<file path="config.mk">
export PLATFORM = sky130hd
export DESIGN_NAME = tx_frontend
export DESIGN_NICKNAME = d
export VERILOG_FILES = /design/src/rtl/tx_frontend_pkg.sv /design/src/rtl/tx_frontend.sv /design/src/rtl/round_sd.sv /design/src/rtl/add2_and_clip_reg.sv /design/src/rtl/iq_compensator.sv /design/src/rtl/mult_add_clip.sv /design/src/rtl/setting_reg.sv
export VERILOG_INCLUDE_DIRS = /design/src /design/src/include
export SDC_FILE = /design/constraint.sdc
export NUM_CORES = 2
export LEC_CHECK = 0
export BUFFER_PORTS_ARGS = -buffer_cell sky130_fd_sc_hd__buf_2
export CAP_MARGIN = 40
export CORE_MARGIN = 4
export CORE_UTILIZATION = 65
export CTS_BUF_LIST = sky130_fd_sc_hd__clkbuf_16
export DETAILED_ROUTE_END_ITERATION = 10
export GPL_ROUTABILITY_DRIVEN = 0
export HOLD_SLACK_MARGIN = 0.03
export PLACE_DENSITY = 0.82
export SLEW_MARGIN = 20
export SYNTH_ARGS = -nofsm -noshare
export SYNTH_HDL_FRONTEND = slang
export SYNTH_HIERARCHICAL = 1
export SYNTH_SLANG_ARGS = --single-unit
</file>
<file path="constraint.sdc">
create_clock -name clk -period 8.7 [get_ports clk]
set_input_delay 0.87 -clock clk [delete_from_list [all_inputs] [get_ports clk]]
set_output_delay 0.87 -clock clk [all_outputs]
set_load 0.01 [all_outputs]
</file>
<file path="src/include/tx_frontend_macros.svh">
/* Settings addresses, mux reset value, bus and data widths,
   and default bypass choices for the transmit front end */

`ifndef TX_FRONTEND_MACROS_SVH
`define TX_FRONTEND_MACROS_SVH

// Settings register addresses
`define TXF_SR_OFFSET_I    0
`define TXF_SR_OFFSET_Q    1
`define TXF_SR_MAG_CORR    2
`define TXF_SR_PHASE_CORR  3
`define TXF_SR_MUX         4

// DAC I takes I, DAC Q takes Q
`define TXF_MUX_RESET      8'h10

// Settings bus widths
`define TXF_SET_ADDR_W     8
`define TXF_SET_DATA_W     32

// Bits removed when going from wide_t back to sample_t
`define TXF_FRAC_DROP      8

// Both correction stages are in the path by default
`define TXF_BYPASS_IQ_COMP         0
`define TXF_BYPASS_DC_OFFSET_CORR  0

`endif
</file>
<file path="src/rtl/tx_frontend_pkg.sv">
/* Sample, wide sample, correction and mux control types */

`default_nettype none

package tx_frontend_pkg;

  // Q1.15 baseband sample
  typedef logic signed [15:0] sample_t;

  // Q1.23 intermediate sample, 8 extra fraction bits
  typedef logic signed [23:0] wide_t;

  // Q1.17 correction coefficient
  typedef logic signed [17:0] corr_t;

  // High nibble routes DAC Q, low nibble routes DAC I
  typedef struct packed {
    logic [3:0] q_sel;
    logic [3:0] i_sel;
  } mux_ctrl_t;

  // Source codes for one mux nibble, anything else gives zero
  localparam logic [3:0] MUX_SEL_I = 4'd0;
  localparam logic [3:0] MUX_SEL_Q = 4'd1;

endpackage

`default_nettype wire

</file>
<file path="src/rtl/tx_frontend.sv">
/* Transmit front end: settings registers, I/Q correction, DC offset,
   sigma-delta rounding and the DAC lane mux */

`timescale 1ns/1ns
`default_nettype none

`include "tx_frontend_macros.svh"

module tx_frontend #(
  parameter bit BYPASS_IQ_COMP        = `TXF_BYPASS_IQ_COMP,
  parameter bit BYPASS_DC_OFFSET_CORR = `TXF_BYPASS_DC_OFFSET_CORR
) (
  input  logic                       clk,
  input  logic                       reset,
  input  logic                       set_stb_i,
  input  logic [`TXF_SET_ADDR_W-1:0] set_addr_i,
  input  logic [`TXF_SET_DATA_W-1:0] set_data_i,
  input  logic                       tx_stb_i,
  input  tx_frontend_pkg::sample_t   tx_i_i,
  input  tx_frontend_pkg::sample_t   tx_q_i,
  output logic                       dac_stb_o,
  output tx_frontend_pkg::sample_t   dac_i_o,
  output tx_frontend_pkg::sample_t   dac_q_o
);

  tx_frontend_pkg::wide_t     dco_i, dco_q;
  tx_frontend_pkg::corr_t     mag_corr, phase_corr;
  tx_frontend_pkg::mux_ctrl_t mux_ctrl;

  logic                     comp_stb, ofs_stb, round_stb;
  tx_frontend_pkg::wide_t   comp_i, comp_q, ofs_i, ofs_q;
  tx_frontend_pkg::sample_t round_i, round_q;

  // Settings registers
  setting_reg #(
    .payload_t (tx_frontend_pkg::wide_t),
    .ADDR      (`TXF_SR_OFFSET_I)
  ) sr_offset_i (
    .clk (clk), .reset (reset), .set_stb_i (set_stb_i),
    .set_addr_i (set_addr_i), .set_data_i (set_data_i), .value_o (dco_i)
  );

  setting_reg #(
    .payload_t (tx_frontend_pkg::wide_t),
    .ADDR      (`TXF_SR_OFFSET_Q)
  ) sr_offset_q (
    .clk (clk), .reset (reset), .set_stb_i (set_stb_i),
    .set_addr_i (set_addr_i), .set_data_i (set_data_i), .value_o (dco_q)
  );

  setting_reg #(
    .payload_t (tx_frontend_pkg::corr_t),
    .ADDR      (`TXF_SR_MAG_CORR)
  ) sr_mag_corr (
    .clk (clk), .reset (reset), .set_stb_i (set_stb_i),
    .set_addr_i (set_addr_i), .set_data_i (set_data_i), .value_o (mag_corr)
  );

  setting_reg #(
    .payload_t (tx_frontend_pkg::corr_t),
    .ADDR      (`TXF_SR_PHASE_CORR)
  ) sr_phase_corr (
    .clk (clk), .reset (reset), .set_stb_i (set_stb_i),
    .set_addr_i (set_addr_i), .set_data_i (set_data_i), .value_o (phase_corr)
  );

  setting_reg #(
    .payload_t (tx_frontend_pkg::mux_ctrl_t),
    .ADDR      (`TXF_SR_MUX),
    .RESET_VAL (tx_frontend_pkg::mux_ctrl_t'(`TXF_MUX_RESET))
  ) sr_mux (
    .clk (clk), .reset (reset), .set_stb_i (set_stb_i),
    .set_addr_i (set_addr_i), .set_data_i (set_data_i), .value_o (mux_ctrl)
  );

  // I/Q imbalance correction, 2 cycles
  iq_compensator #(.BYPASS (BYPASS_IQ_COMP)) iq_comp (
    .clk          (clk),
    .reset        (reset),
    .stb_i        (tx_stb_i),
    .i_i          (tx_i_i),
    .q_i          (tx_q_i),
    .mag_corr_i   (mag_corr),
    .phase_corr_i (phase_corr),
    .stb_o        (comp_stb),
    .i_o          (comp_i),
    .q_o          (comp_q)
  );

  // DC offset, 1 cycle
  generate
    if (!BYPASS_DC_OFFSET_CORR) begin : g_dco
      add2_and_clip_reg add_dco_i (
        .clk (clk), .reset (reset), .stb_i (comp_stb),
        .a_i (dco_i), .b_i (comp_i), .stb_o (ofs_stb), .sum_o (ofs_i)
      );
      add2_and_clip_reg add_dco_q (
        .clk (clk), .reset (reset), .stb_i (comp_stb),
        .a_i (dco_q), .b_i (comp_q), .stb_o (), .sum_o (ofs_q)
      );
    end else begin : g_no_dco
      assign ofs_stb = comp_stb;
      assign ofs_i   = comp_i;
      assign ofs_q   = comp_q;
    end
  endgenerate

  // Back to 16 bits, 1 cycle
  round_sd round_sd_i (
    .clk (clk), .reset (reset), .stb_i (ofs_stb), .in_i (ofs_i),
    .stb_o (round_stb), .out_o (round_i)
  );
  round_sd round_sd_q (
    .clk (clk), .reset (reset), .stb_i (ofs_stb), .in_i (ofs_q),
    .stb_o (), .out_o (round_q)
  );

  // Lane mux, 0 picks I, 1 picks Q, other codes send zero
  always_ff @(posedge clk) begin
    if (reset) begin
      dac_stb_o <= 1'b0;
      dac_i_o   <= '0;
      dac_q_o   <= '0;
    end else begin
      dac_stb_o <= round_stb;
      case (mux_ctrl.i_sel)
        tx_frontend_pkg::MUX_SEL_I: dac_i_o <= round_i;
        tx_frontend_pkg::MUX_SEL_Q: dac_i_o <= round_q;
        default:                    dac_i_o <= '0;
      endcase
      case (mux_ctrl.q_sel)
        tx_frontend_pkg::MUX_SEL_I: dac_q_o <= round_i;
        tx_frontend_pkg::MUX_SEL_Q: dac_q_o <= round_q;
        default:                    dac_q_o <= '0;
      endcase
    end
  end

  a_no_stb_after_reset: assert property (@(posedge clk)
    $fell(reset) |=> !$rose(dac_stb_o));

endmodule

`default_nettype wire

</file>
<file path="src/rtl/round_sd.sv">
/* Sigma-delta rounding from Q1.23 to Q1.15 with residue feedback,
   rounding half up and saturation */

`timescale 1ns/1ns
`default_nettype none

`include "tx_frontend_macros.svh"

module round_sd (
  input  logic                     clk,
  input  logic                     reset,
  input  logic                     stb_i,
  input  tx_frontend_pkg::wide_t   in_i,
  output logic                     stb_o,
  output tx_frontend_pkg::sample_t out_o
);

  localparam int DROP = `TXF_FRAC_DROP;
  localparam int HALF = 1 << (DROP - 1);

  // Residue left over from the last strobed sample
  logic signed [DROP:0] err_q;

  logic signed [24:0] sum_w;
  logic signed [25:0] rnd_w;
  logic signed [17:0] quo_w;
  logic               clip_w;
  tx_frontend_pkg::sample_t out_w;
  logic signed [24:0] resid_w;

  assign sum_w = in_i + err_q;

  // Half up: add half a step, then floor
  assign rnd_w = sum_w + 26'sd128;
  assign quo_w = rnd_w[25:DROP];

  always_comb begin
    clip_w = 1'b1;
    if (quo_w[17:15] == 3'b000 || quo_w[17:15] == 3'b111) begin
      clip_w = 1'b0;
      out_w  = quo_w[15:0];
    end else if (quo_w[17]) begin
      out_w = 16'sh8000;
    end else begin
      out_w = 16'sh7fff;
    end
  end

  // What the output misses of the sum
  assign resid_w = sum_w - {out_w[15], out_w, {DROP{1'b0}}};

  always_ff @(posedge clk) begin
    if (reset) begin
      stb_o <= 1'b0;
      out_o <= '0;
      err_q <= '0;
    end else begin
      stb_o <= stb_i;
      if (stb_i) begin
        out_o <= out_w;
        // A clipped output carries no residue forward
        err_q <= clip_w ? '0 : resid_w[DROP:0];
      end
    end
  end

  a_resid_range: assert property (@(posedge clk) disable iff (reset)
    (err_q >= -HALF) && (err_q < HALF));

endmodule

`default_nettype wire

</file>
<file path="src/rtl/add2_and_clip_reg.sv">
/* Registered saturating adder for wide samples with strobe */

`timescale 1ns/1ns
`default_nettype none

module add2_and_clip_reg (
  input  logic                   clk,
  input  logic                   reset,
  input  logic                   stb_i,
  input  tx_frontend_pkg::wide_t a_i,
  input  tx_frontend_pkg::wide_t b_i,
  output logic                   stb_o,
  output tx_frontend_pkg::wide_t sum_o
);

  logic signed [24:0] sum_w;
  tx_frontend_pkg::wide_t sat_w;

  assign sum_w = a_i + b_i;

  // Overflow shows as a carry into the extra sign bit
  always_comb begin
    if (sum_w[24] == sum_w[23]) begin
      sat_w = sum_w[23:0];
    end else if (sum_w[24]) begin
      sat_w = {1'b1, {23{1'b0}}};
    end else begin
      sat_w = {1'b0, {23{1'b1}}};
    end
  end

  always_ff @(posedge clk) begin
    if (reset) begin
      stb_o <= 1'b0;
      sum_o <= '0;
    end else begin
      stb_o <= stb_i;
      sum_o <= sat_w;
    end
  end

endmodule

`default_nettype wire

</file>
<file path="src/rtl/iq_compensator.sv">
/* I/Q imbalance correction with magnitude and phase terms,
   matching strobe delay and a bypass option */

`timescale 1ns/1ns
`default_nettype none

`include "tx_frontend_macros.svh"

module iq_compensator #(
  parameter bit BYPASS = 1'b0
) (
  input  logic                     clk,
  input  logic                     reset,
  input  logic                     stb_i,
  input  tx_frontend_pkg::sample_t i_i,
  input  tx_frontend_pkg::sample_t q_i,
  input  tx_frontend_pkg::corr_t   mag_corr_i,
  input  tx_frontend_pkg::corr_t   phase_corr_i,
  output logic                     stb_o,
  output tx_frontend_pkg::wide_t   i_o,
  output tx_frontend_pkg::wide_t   q_o
);

  generate
    if (!BYPASS) begin : g_comp
      logic [1:0] stb_dly;

      // I gets the magnitude term, Q the phase term
      mult_add_clip mult_i (
        .clk   (clk),
        .reset (reset),
        .a_i   (i_i),
        .b_i   (mag_corr_i),
        .c_i   (i_i),
        .o_o   (i_o)
      );

      mult_add_clip mult_q (
        .clk   (clk),
        .reset (reset),
        .a_i   (q_i),
        .b_i   (phase_corr_i),
        .c_i   (q_i),
        .o_o   (q_o)
      );

      // Strobe follows the two multiplier stages
      always_ff @(posedge clk) begin
        if (reset) begin
          stb_dly <= 2'b00;
        end else begin
          stb_dly <= {stb_dly[0], stb_i};
        end
      end

      assign stb_o = stb_dly[1];

      a_stb_latency: assert property (@(posedge clk) disable iff (reset)
        (!$past(reset, 1) && !$past(reset, 2)) |-> (stb_o == $past(stb_i, 2)));
    end else begin : g_bypass
      // Samples move up to the wide format unchanged
      assign stb_o = stb_i;
      assign i_o   = {i_i, {`TXF_FRAC_DROP{1'b0}}};
      assign q_o   = {q_i, {`TXF_FRAC_DROP{1'b0}}};
    end
  endgenerate

endmodule

`default_nettype wire

</file>
<file path="src/rtl/mult_add_clip.sv">
/* Fixed point a*b+c with floor truncation to Q1.23 and saturation,
   two register stages */

`timescale 1ns/1ns
`default_nettype none

module mult_add_clip (
  input  logic                    clk,
  input  logic                    reset,
  input  tx_frontend_pkg::sample_t a_i,
  input  tx_frontend_pkg::corr_t   b_i,
  input  tx_frontend_pkg::sample_t c_i,
  output tx_frontend_pkg::wide_t   o_o
);

  // Product is Q2.32, output is Q1.23
  localparam int SHIFT = 9;

  logic signed [33:0] prod_q;
  tx_frontend_pkg::sample_t c_q;

  logic signed [34:0] prod_ext;
  logic signed [34:0] c_align;
  logic signed [34:0] sum_w;
  logic signed [25:0] trunc_w;
  tx_frontend_pkg::wide_t sat_w;

  // Stage 1 registers the product and the addend
  always_ff @(posedge clk) begin
    if (reset) begin
      prod_q <= '0;
      c_q    <= '0;
    end else begin
      prod_q <= a_i * b_i;
      c_q    <= c_i;
    end
  end

  // Q1.15 addend moved up to the 32 fraction bits of the product
  assign c_align  = {{2{c_q[15]}}, c_q, 17'd0};
  assign prod_ext = {prod_q[33], prod_q};
  assign sum_w    = prod_ext + c_align;

  // Dropping the low bits floors toward minus infinity
  assign trunc_w = sum_w[34:SHIFT];

  always_comb begin
    if (trunc_w[25:23] == 3'b000 || trunc_w[25:23] == 3'b111) begin
      sat_w = trunc_w[23:0];
    end else if (trunc_w[25]) begin
      sat_w = {1'b1, {23{1'b0}}};
    end else begin
      sat_w = {1'b0, {23{1'b1}}};
    end
  end

  // Stage 2 holds the clipped result
  always_ff @(posedge clk) begin
    if (reset) begin
      o_o <= '0;
    end else begin
      o_o <= sat_w;
    end
  end

endmodule

`default_nettype wire

</file>
<file path="src/rtl/setting_reg.sv">
/* Settings bus register holding one payload of any packed type */

`timescale 1ns/1ns
`default_nettype none

`include "tx_frontend_macros.svh"

module setting_reg #(
  parameter type payload_t = logic [7:0],
  parameter logic [`TXF_SET_ADDR_W-1:0] ADDR = '0,
  parameter payload_t RESET_VAL = payload_t'(0)
) (
  input  logic                       clk,
  input  logic                       reset,
  input  logic                       set_stb_i,
  input  logic [`TXF_SET_ADDR_W-1:0] set_addr_i,
  input  logic [`TXF_SET_DATA_W-1:0] set_data_i,
  output payload_t                   value_o
);

  localparam int PAYLOAD_W = $bits(payload_t);

  logic hit;

  // Address decode for this register
  assign hit = set_stb_i && (set_addr_i == ADDR);

  // Payload comes from the low bits of the data word
  always_ff @(posedge clk) begin
    if (reset) begin
      value_o <= RESET_VAL;
    end else if (hit) begin
      value_o <= payload_t'(set_data_i[PAYLOAD_W-1:0]);
    end
  end

endmodule

`default_nettype wire

</file>
-- Word level (Yosys, flattened, before mapping)
Index checks and enable logic that the tools add are counted.
- logic and storage cells: 80
- output and inout bits: 33
- input bits: 76
- flip-flop bits (word level): 375
- mux-type cells: 16
- $mul: 2
- equality and inequality tests: 12
- add/sub/neg operators: 10
- reductions and logical operators: 16
- operators by type and width (operator ; count):
    $mux W24 ; 8
    $add A34 B33 Y35 ; 2
    $mul A16 B18 Y34 ; 2
    $mux W16 ; 4
    $pmux W16 S2 ; 2
    $add A25 B9 Y26 const B ; 2
    $add A24 B24 Y25 ; 2
    $add A24 B9 Y25 ; 2
    $mux W9 ; 2
    $sub A9 B9 Y9 ; 2
    $eq A8 B2 Y1 const B ; 2
    $eq A3 B3 Y1 const B ; 4
    $logic_not A3 Y1 ; 4
    $eq A4 B1 Y1 const B ; 2
    $eq A8 B1 Y1 const B ; 1
    $eq A8 B3 Y1 const B ; 1
    $logic_not A4 Y1 ; 2
    $logic_not A8 Y1 ; 1
    $logic_and A1 B1 Y1 ; 5
    $logic_or A1 B1 Y1 ; 4
    $eq A1 B1 Y1 ; 2

-- Depth between registers and ports, before layout
- depth after elaboration: 7
- depth in mapped cells: 24
- mapped depth without buffers: 23

-- By module
The synthesis kept the hierarchy.
- modules (own cells, without submodules) (module ; times used ; seq. area each (um^2) ; cells an instance ; area an instance (um^2)):
    mult_add_clip (iq_comp.g_comp.mult_i) ; 1 ; 1301.2 ; 1490 ; 13525.5
    mult_add_clip (iq_comp.g_comp.mult_q) ; 1 ; 1301.2 ; 1434 ; 13309.0
    round_sd ; 2 ; 520.5 ; 393 ; 2987.9
    add2_and_clip_reg ; 2 ; 500.5 ; 235 ; 2044.5
    tx_frontend ; 1 ; 660.6 ; 108 ; 1177.4
    setting_reg (sr_offset_q) ; 1 ; 480.5 ; 106 ; 1106.1
    setting_reg (sr_offset_i) ; 1 ; 480.5 ; 106 ; 1103.6
    setting_reg (sr_mag_corr) ; 1 ; 360.3 ; 80 ; 839.6
    setting_reg (sr_phase_corr) ; 1 ; 360.3 ; 80 ; 838.3
    setting_reg (sr_mux) ; 1 ; 160.2 ; 37 ; 374.1
    iq_compensator ; 1 ; 40.0 ; 4 ; 52.6

-- Least setup slack after synthesis
OpenSTA, ideal clock, no wires.
- path type: input port to flip-flop
- from: in tx_q_i[7]
- to: reg iq_comp.g_comp.mult_q.prod_q[32]
- path buffers: 2
- path slack: 1824 ps
- cell stages on the path: 23
- arrival time: 6753 ps
- required time: 8577 ps
- cell sequence: clkbuf_1 > clkbuf_1 > nand2_1 > fa_1 > inv_1 > fa_1 > inv_1 > fa_1 > inv_1 > fa_1 > fa_1 > inv_1 > fa_1 > inv_1 > ha_1 > a21oi_1 > nand2_1 > a211o_1 > o41ai_4 > o31ai_2 > a21o_1 > a211oi_2 > mux2_1
- longest elaborated chain between the ends: 1
- ends and longest elaborated chain (element ; line ; source):
    start: declaration ; tx_frontend.sv:20 ; input tx_frontend_pkg::sample_t tx_q_i,
    $mul A16 B18 Y34 ; mult_add_clip.sv:34 ; prod_q <= a_i * b_i;
    end signal: assignment ; mult_add_clip.sv:34 ;
    end: declaration ; mult_add_clip.sv:19 ; logic signed [33:0] prod_q;
No other way between the ends.
A chain may end at the register's enable or synchronous reset.

-- Worst setup path after layout
- from: reg sr_phase_corr/value_o[7] (netlist name)
- to: reg iq_comp.g_comp.mult_q.prod_q[32]
- longest elaborated chain between the ends: 1
- ends and longest elaborated chain (element ; line ; source):
    start: declaration ; setting_reg.sv:18 ; output payload_t value_o
    start signal: assignment ; setting_reg.sv:33 ; value_o <= payload_t'(set_data_i[PAYLOAD_W-1:0]);
    $mul A16 B18 Y34 ; mult_add_clip.sv:34 ;
No other way between the ends.

==> summary by stage <==
Worst hold path
The classification of the worst-slack hold path is reg -> reg.

Logic synthesis
Counting every net in the synthesized netlist gives 5656. The number of warnings reported in the yosys synthesis log is 6. The synthesized cell area is 42300 um2. After synthesis, the mean cell area works out to 9.01 um2.

The number of cells produced by synthesis is 4698.

Clock network
The CTS tree is built. Clock tree synthesis selected as its root buffer the cell sky130_fd_sc_hd__clkbuf_16. The clock slew seen by the registers of the worst setup and hold paths is 0.06 ns. The number of clock sinks is 357.

The total of hold buffers inserted after clock tree synthesis is 0. The longest clock path from root to sink contains 3 buffers. The number of buffers added for setup after CTS is 0. Clock latency on the worst-skew pair, taken at its later pin, is 0.52 ns. The number of clock buffers added by TritonCTS is 35. The H-tree generated during clock tree synthesis spans 2 levels. After clock tree synthesis, the repair step resized 0 gates.

Drt
The routed wire length is 101000 um. In the routed design, unresolved DRC markers number 0. The first detailed-routing pass took 6 iterations. In the final routed layout, each cell accounts on average for 18.1 um. The first routing iteration left 2826 violations. Across all layers, the routed design uses 32200 vias.

Dividing the detail-routed via count by the number of cells gives 5.80. Once detail routing completed, the nets flagged for antenna violations numbered 0.

Floorplan
The overall die area is 69300 um2. For this design the top-level I/O count stands at 109. The number of cell rows is 93.

The die extent in y is 263 um. The placeable core area is 64500 um2. The effective utilization at floorplan is 65.7%.

From left edge to right edge, the die measures 263 um.

Timing
The clock period minus final worst setup slack is 6.94 ns. The worst slew slack as a fraction of its limit is 36.7%. For the pin with the worst max-slew slack, the measured transition is 0.948 ns. The final number of hold-violating endpoints is 0. Setup repair after global routing left no endpoint under its margin. Setup total negative slack on the finished layout was measured at 0 ns. The final critical path takes up 79.8% of the cycle. Setup violations remaining at the end of the flow were counted as 0. The worst-case clock skew is 0.0142 ns.

The achievable clock frequency is 144 MHz. The count of final max-slew check failures is 0. The minimum hold slack is 0.435 ns.

Power
The internal portion of the total power is 0.00291 W. Total power for the finished layout comes to 0.00414 W. The share of total power dissipated in the clock network is 35.4%. The sequential group share of total power is 43.0%. Summed over all nets, the switching power comes to 0.00124 W. The ratio of total power to cell area is 93.4 nW/um2.

The combinational power share is 21.7%. In this run switching power makes up 29.8% of total power. The worst voltage drop across the vdd grid is 123 uV. The total leakage power is 21.1 nW.

Placement
Summed over all nets, the half-perimeter wirelength after detailed placement is 77000 um. The count of input and output buffers is 100.

Final layout
The utilization after layout is 68.8%. The share of cells above drive strength 1 is 6.26%. The layout-stage area growth over the synthesis result is 4.71%. The number of nets at the end of the flow is 5633.

Setup path
The worst flop-to-flop path endpoint is iq_comp/g_comp.mult_q/prod_q[32]. The worst endpoint required time is 9.11 ns. Counting both buffers and inverters, the worst setup path holds a total of 5. In this run the worst path has a maximum fanout of 17. The slowest stage of the critical path belongs to the cell sky130_fd_sc_hd__dfxtp_1.

The cell count of the worst reg-to-reg path is 21. The kind of end point of the critical path is a register. The signal on the critical path passes through nand2_1, fa_1, inv_1, fa_1, inv_1, fa_1, inv_1, fa_1, fa_1, inv_1, fa_1, inv_1, ha_1, a21oi_1, nand2_1, a211o_1, o41ai_4, o31ai_2, a21o_1, a211oi_2, mux2_1. Across all register-to-register paths, the minimum setup slack is 1.76 ns. The logic depth of the worst path, buffers included is 21. The capturing element of the worst setup path is iq_comp/g_comp.mult_q/prod_q[32]. At the worst endpoint, the arrival time is 7.35 ns. The startpoint identified for the worst register-to-register timing path is sr_phase_corr/value_o[7].

For this run, the slowest stage of the critical path takes 0.92 ns. The critical path class is reg -> reg. Among the stages of the critical path, the cell type that occurs most often is sky130_fd_sc_hd__fa_1. Grouping stages by cell kind, the critical path spends the most delay in adder cells. The worst setup path is launched from a register. The launching instance or port of the critical path is sr_phase_corr/value_o[7].

Status
The run finished with clean final reports.

Run
Across the run, the number of max-cap violations was 0.

Global route
The first global-routing pass estimated 167000 um of wire. The pin count of the biggest net entering global routing is 136. The overflow left after global routing is 0. The initial antenna violation count is 3. Across every metal layer, demand over resource in global routing totals 29.1%.

The via count of the first global-routing pass is 33000.
layer usage:
layer | GRT usage [%] | vias to the layer above | routed length (um)
li1 | - | 15000 | -
met1 | 39.3 | 15700 | 42100
met2 | 48.0 | 1289 | 46700
met3 | 4.76 | 255 | 8260
met4 | 9.79 | 4 | 3700
met5 | 0 | - | 22
cell type report:
cell class / count / area [um2]
multi-input cells: 3404 / 31400
fillers: 4927 / 20100
flip-flops and latches: 357 / 7150
inverters: 750 / 2820
well taps: 855 / 1070
clock buffers: 37 / 926
repair buffers: 127 / 773
clock inverters: 25 / 181
diodes: 6 / 15.0
flip-flops by register name, indices dropped and copies added, names as in the netlist, 16 cells and up:
| register | count |
|---|---|
| iq_comp/g_comp.mult_q/c_q | 16 |
| iq_comp/g_comp.mult_i/o_o | 24 |
| round_sd_q/out_o | 16 |
| sr_mag_corr/value_o | 18 |
| round_sd_i/out_o | 16 |
| iq_comp/g_comp.mult_i/prod_q | 25 |
| g_dco.add_dco_i/sum_o | 24 |
| iq_comp/g_comp.mult_q/o_o | 24 |
| sr_offset_q/value_o | 24 |
| iq_comp/g_comp.mult_q/prod_q | 25 |
| sr_offset_i/value_o | 24 |
| dac_i_o | 16 |
| sr_phase_corr/value_o | 18 |
| dac_q_o | 16 |
| g_dco.add_dco_q/sum_o | 24 |
| iq_comp/g_comp.mult_i/c_q | 16 |
cell usage in the layout, fill, tap and decap left out, types with 29 or more instances in the layout:
cell                        count
sky130_fd_sc_hd__inv_1        755
sky130_fd_sc_hd__fa_1         584
sky130_fd_sc_hd__nand2_1      426
sky130_fd_sc_hd__dfxtp_1      357
sky130_fd_sc_hd__ha_1         298
sky130_fd_sc_hd__and2_1       296
sky130_fd_sc_hd__nor2_1       240
sky130_fd_sc_hd__nand2b_1     227
sky130_fd_sc_hd__a21oi_1      180
sky130_fd_sc_hd__mux2i_1      133
sky130_fd_sc_hd__a21o_1       121
sky130_fd_sc_hd__xnor2_1      120
sky130_fd_sc_hd__buf_2         99
sky130_fd_sc_hd__o21ai_0       79
sky130_fd_sc_hd__a211oi_1      61
sky130_fd_sc_hd__nor2b_1       59
sky130_fd_sc_hd__nand3_1       54
sky130_fd_sc_hd__xor2_1        49
sky130_fd_sc_hd__o21a_1        46
sky130_fd_sc_hd__nor3_1        38
sky130_fd_sc_hd__clkbuf_16     37
sky130_fd_sc_hd__nand4_1       29
metrics by stage:
step	worst slack (ns)	instance area, um2	std cells
floorplan	1.82	42300	4698
global placement	1.45	43100	5481
detailed placement	1.34	43100	5486
CTS	1.86	44200	5548
global route	1.35	44300	5556
finish	1.76	44300	5561
power by group through the flow:
stage / clock [W] / sequential, W / combinational [W]
after floorplan: 0 / 0.00179 / 0.000676
after global placement: 0 / 0.00181 / 0.000852
after detailed placement: 0 / 0.00181 / 0.000871
after CTS: 0.00149 / 0.00178 / 0.000882
after global routing: 0.00156 / 0.00178 / 0.000990
final: 0.00146 / 0.00178 / 0.000898
worst min-delay path by stage:
stage / startpoint / endpoint / slack (ns) / cells after the start
final: iq_comp/g_comp.mult_q/prod_q[15] / iq_comp/g_comp.mult_q/o_o[6] / 0.44 / 1
after global routing: iq_comp/g_comp.mult_q/prod_q[15] / iq_comp/g_comp.mult_q/o_o[6] / 0.45 / 1
after CTS: iq_comp/g_comp.mult_q/prod_q[15] / iq_comp/g_comp.mult_q/o_o[6] / 0.43 / 1
after detailed placement: iq_comp/g_comp.mult_q/prod_q[15] / iq_comp/g_comp.mult_q/o_o[6] / 0.41 / 1
after global placement: iq_comp/g_comp.mult_q/prod_q[15] / iq_comp/g_comp.mult_q/o_o[6] / 0.41 / 1
after floorplan: iq_comp/g_comp.mult_q/prod_q[9] / iq_comp/g_comp.mult_q/o_o[0] / 0.40 / 1
worst register-to-register path, delay by kind of cell (launching register included):
kind | cells | cell delay, ns
DFF | 1 | 0.92
muxes | 1 | 0.34
adders and majority gates | 7 | 3.34
buffers and inverters | 5 | 0.26
AOI/OAI and AO/OA | 6 | 1.67
and+or+nand+nor | 2 | 0.30
(Power assumes the default switching activity.)
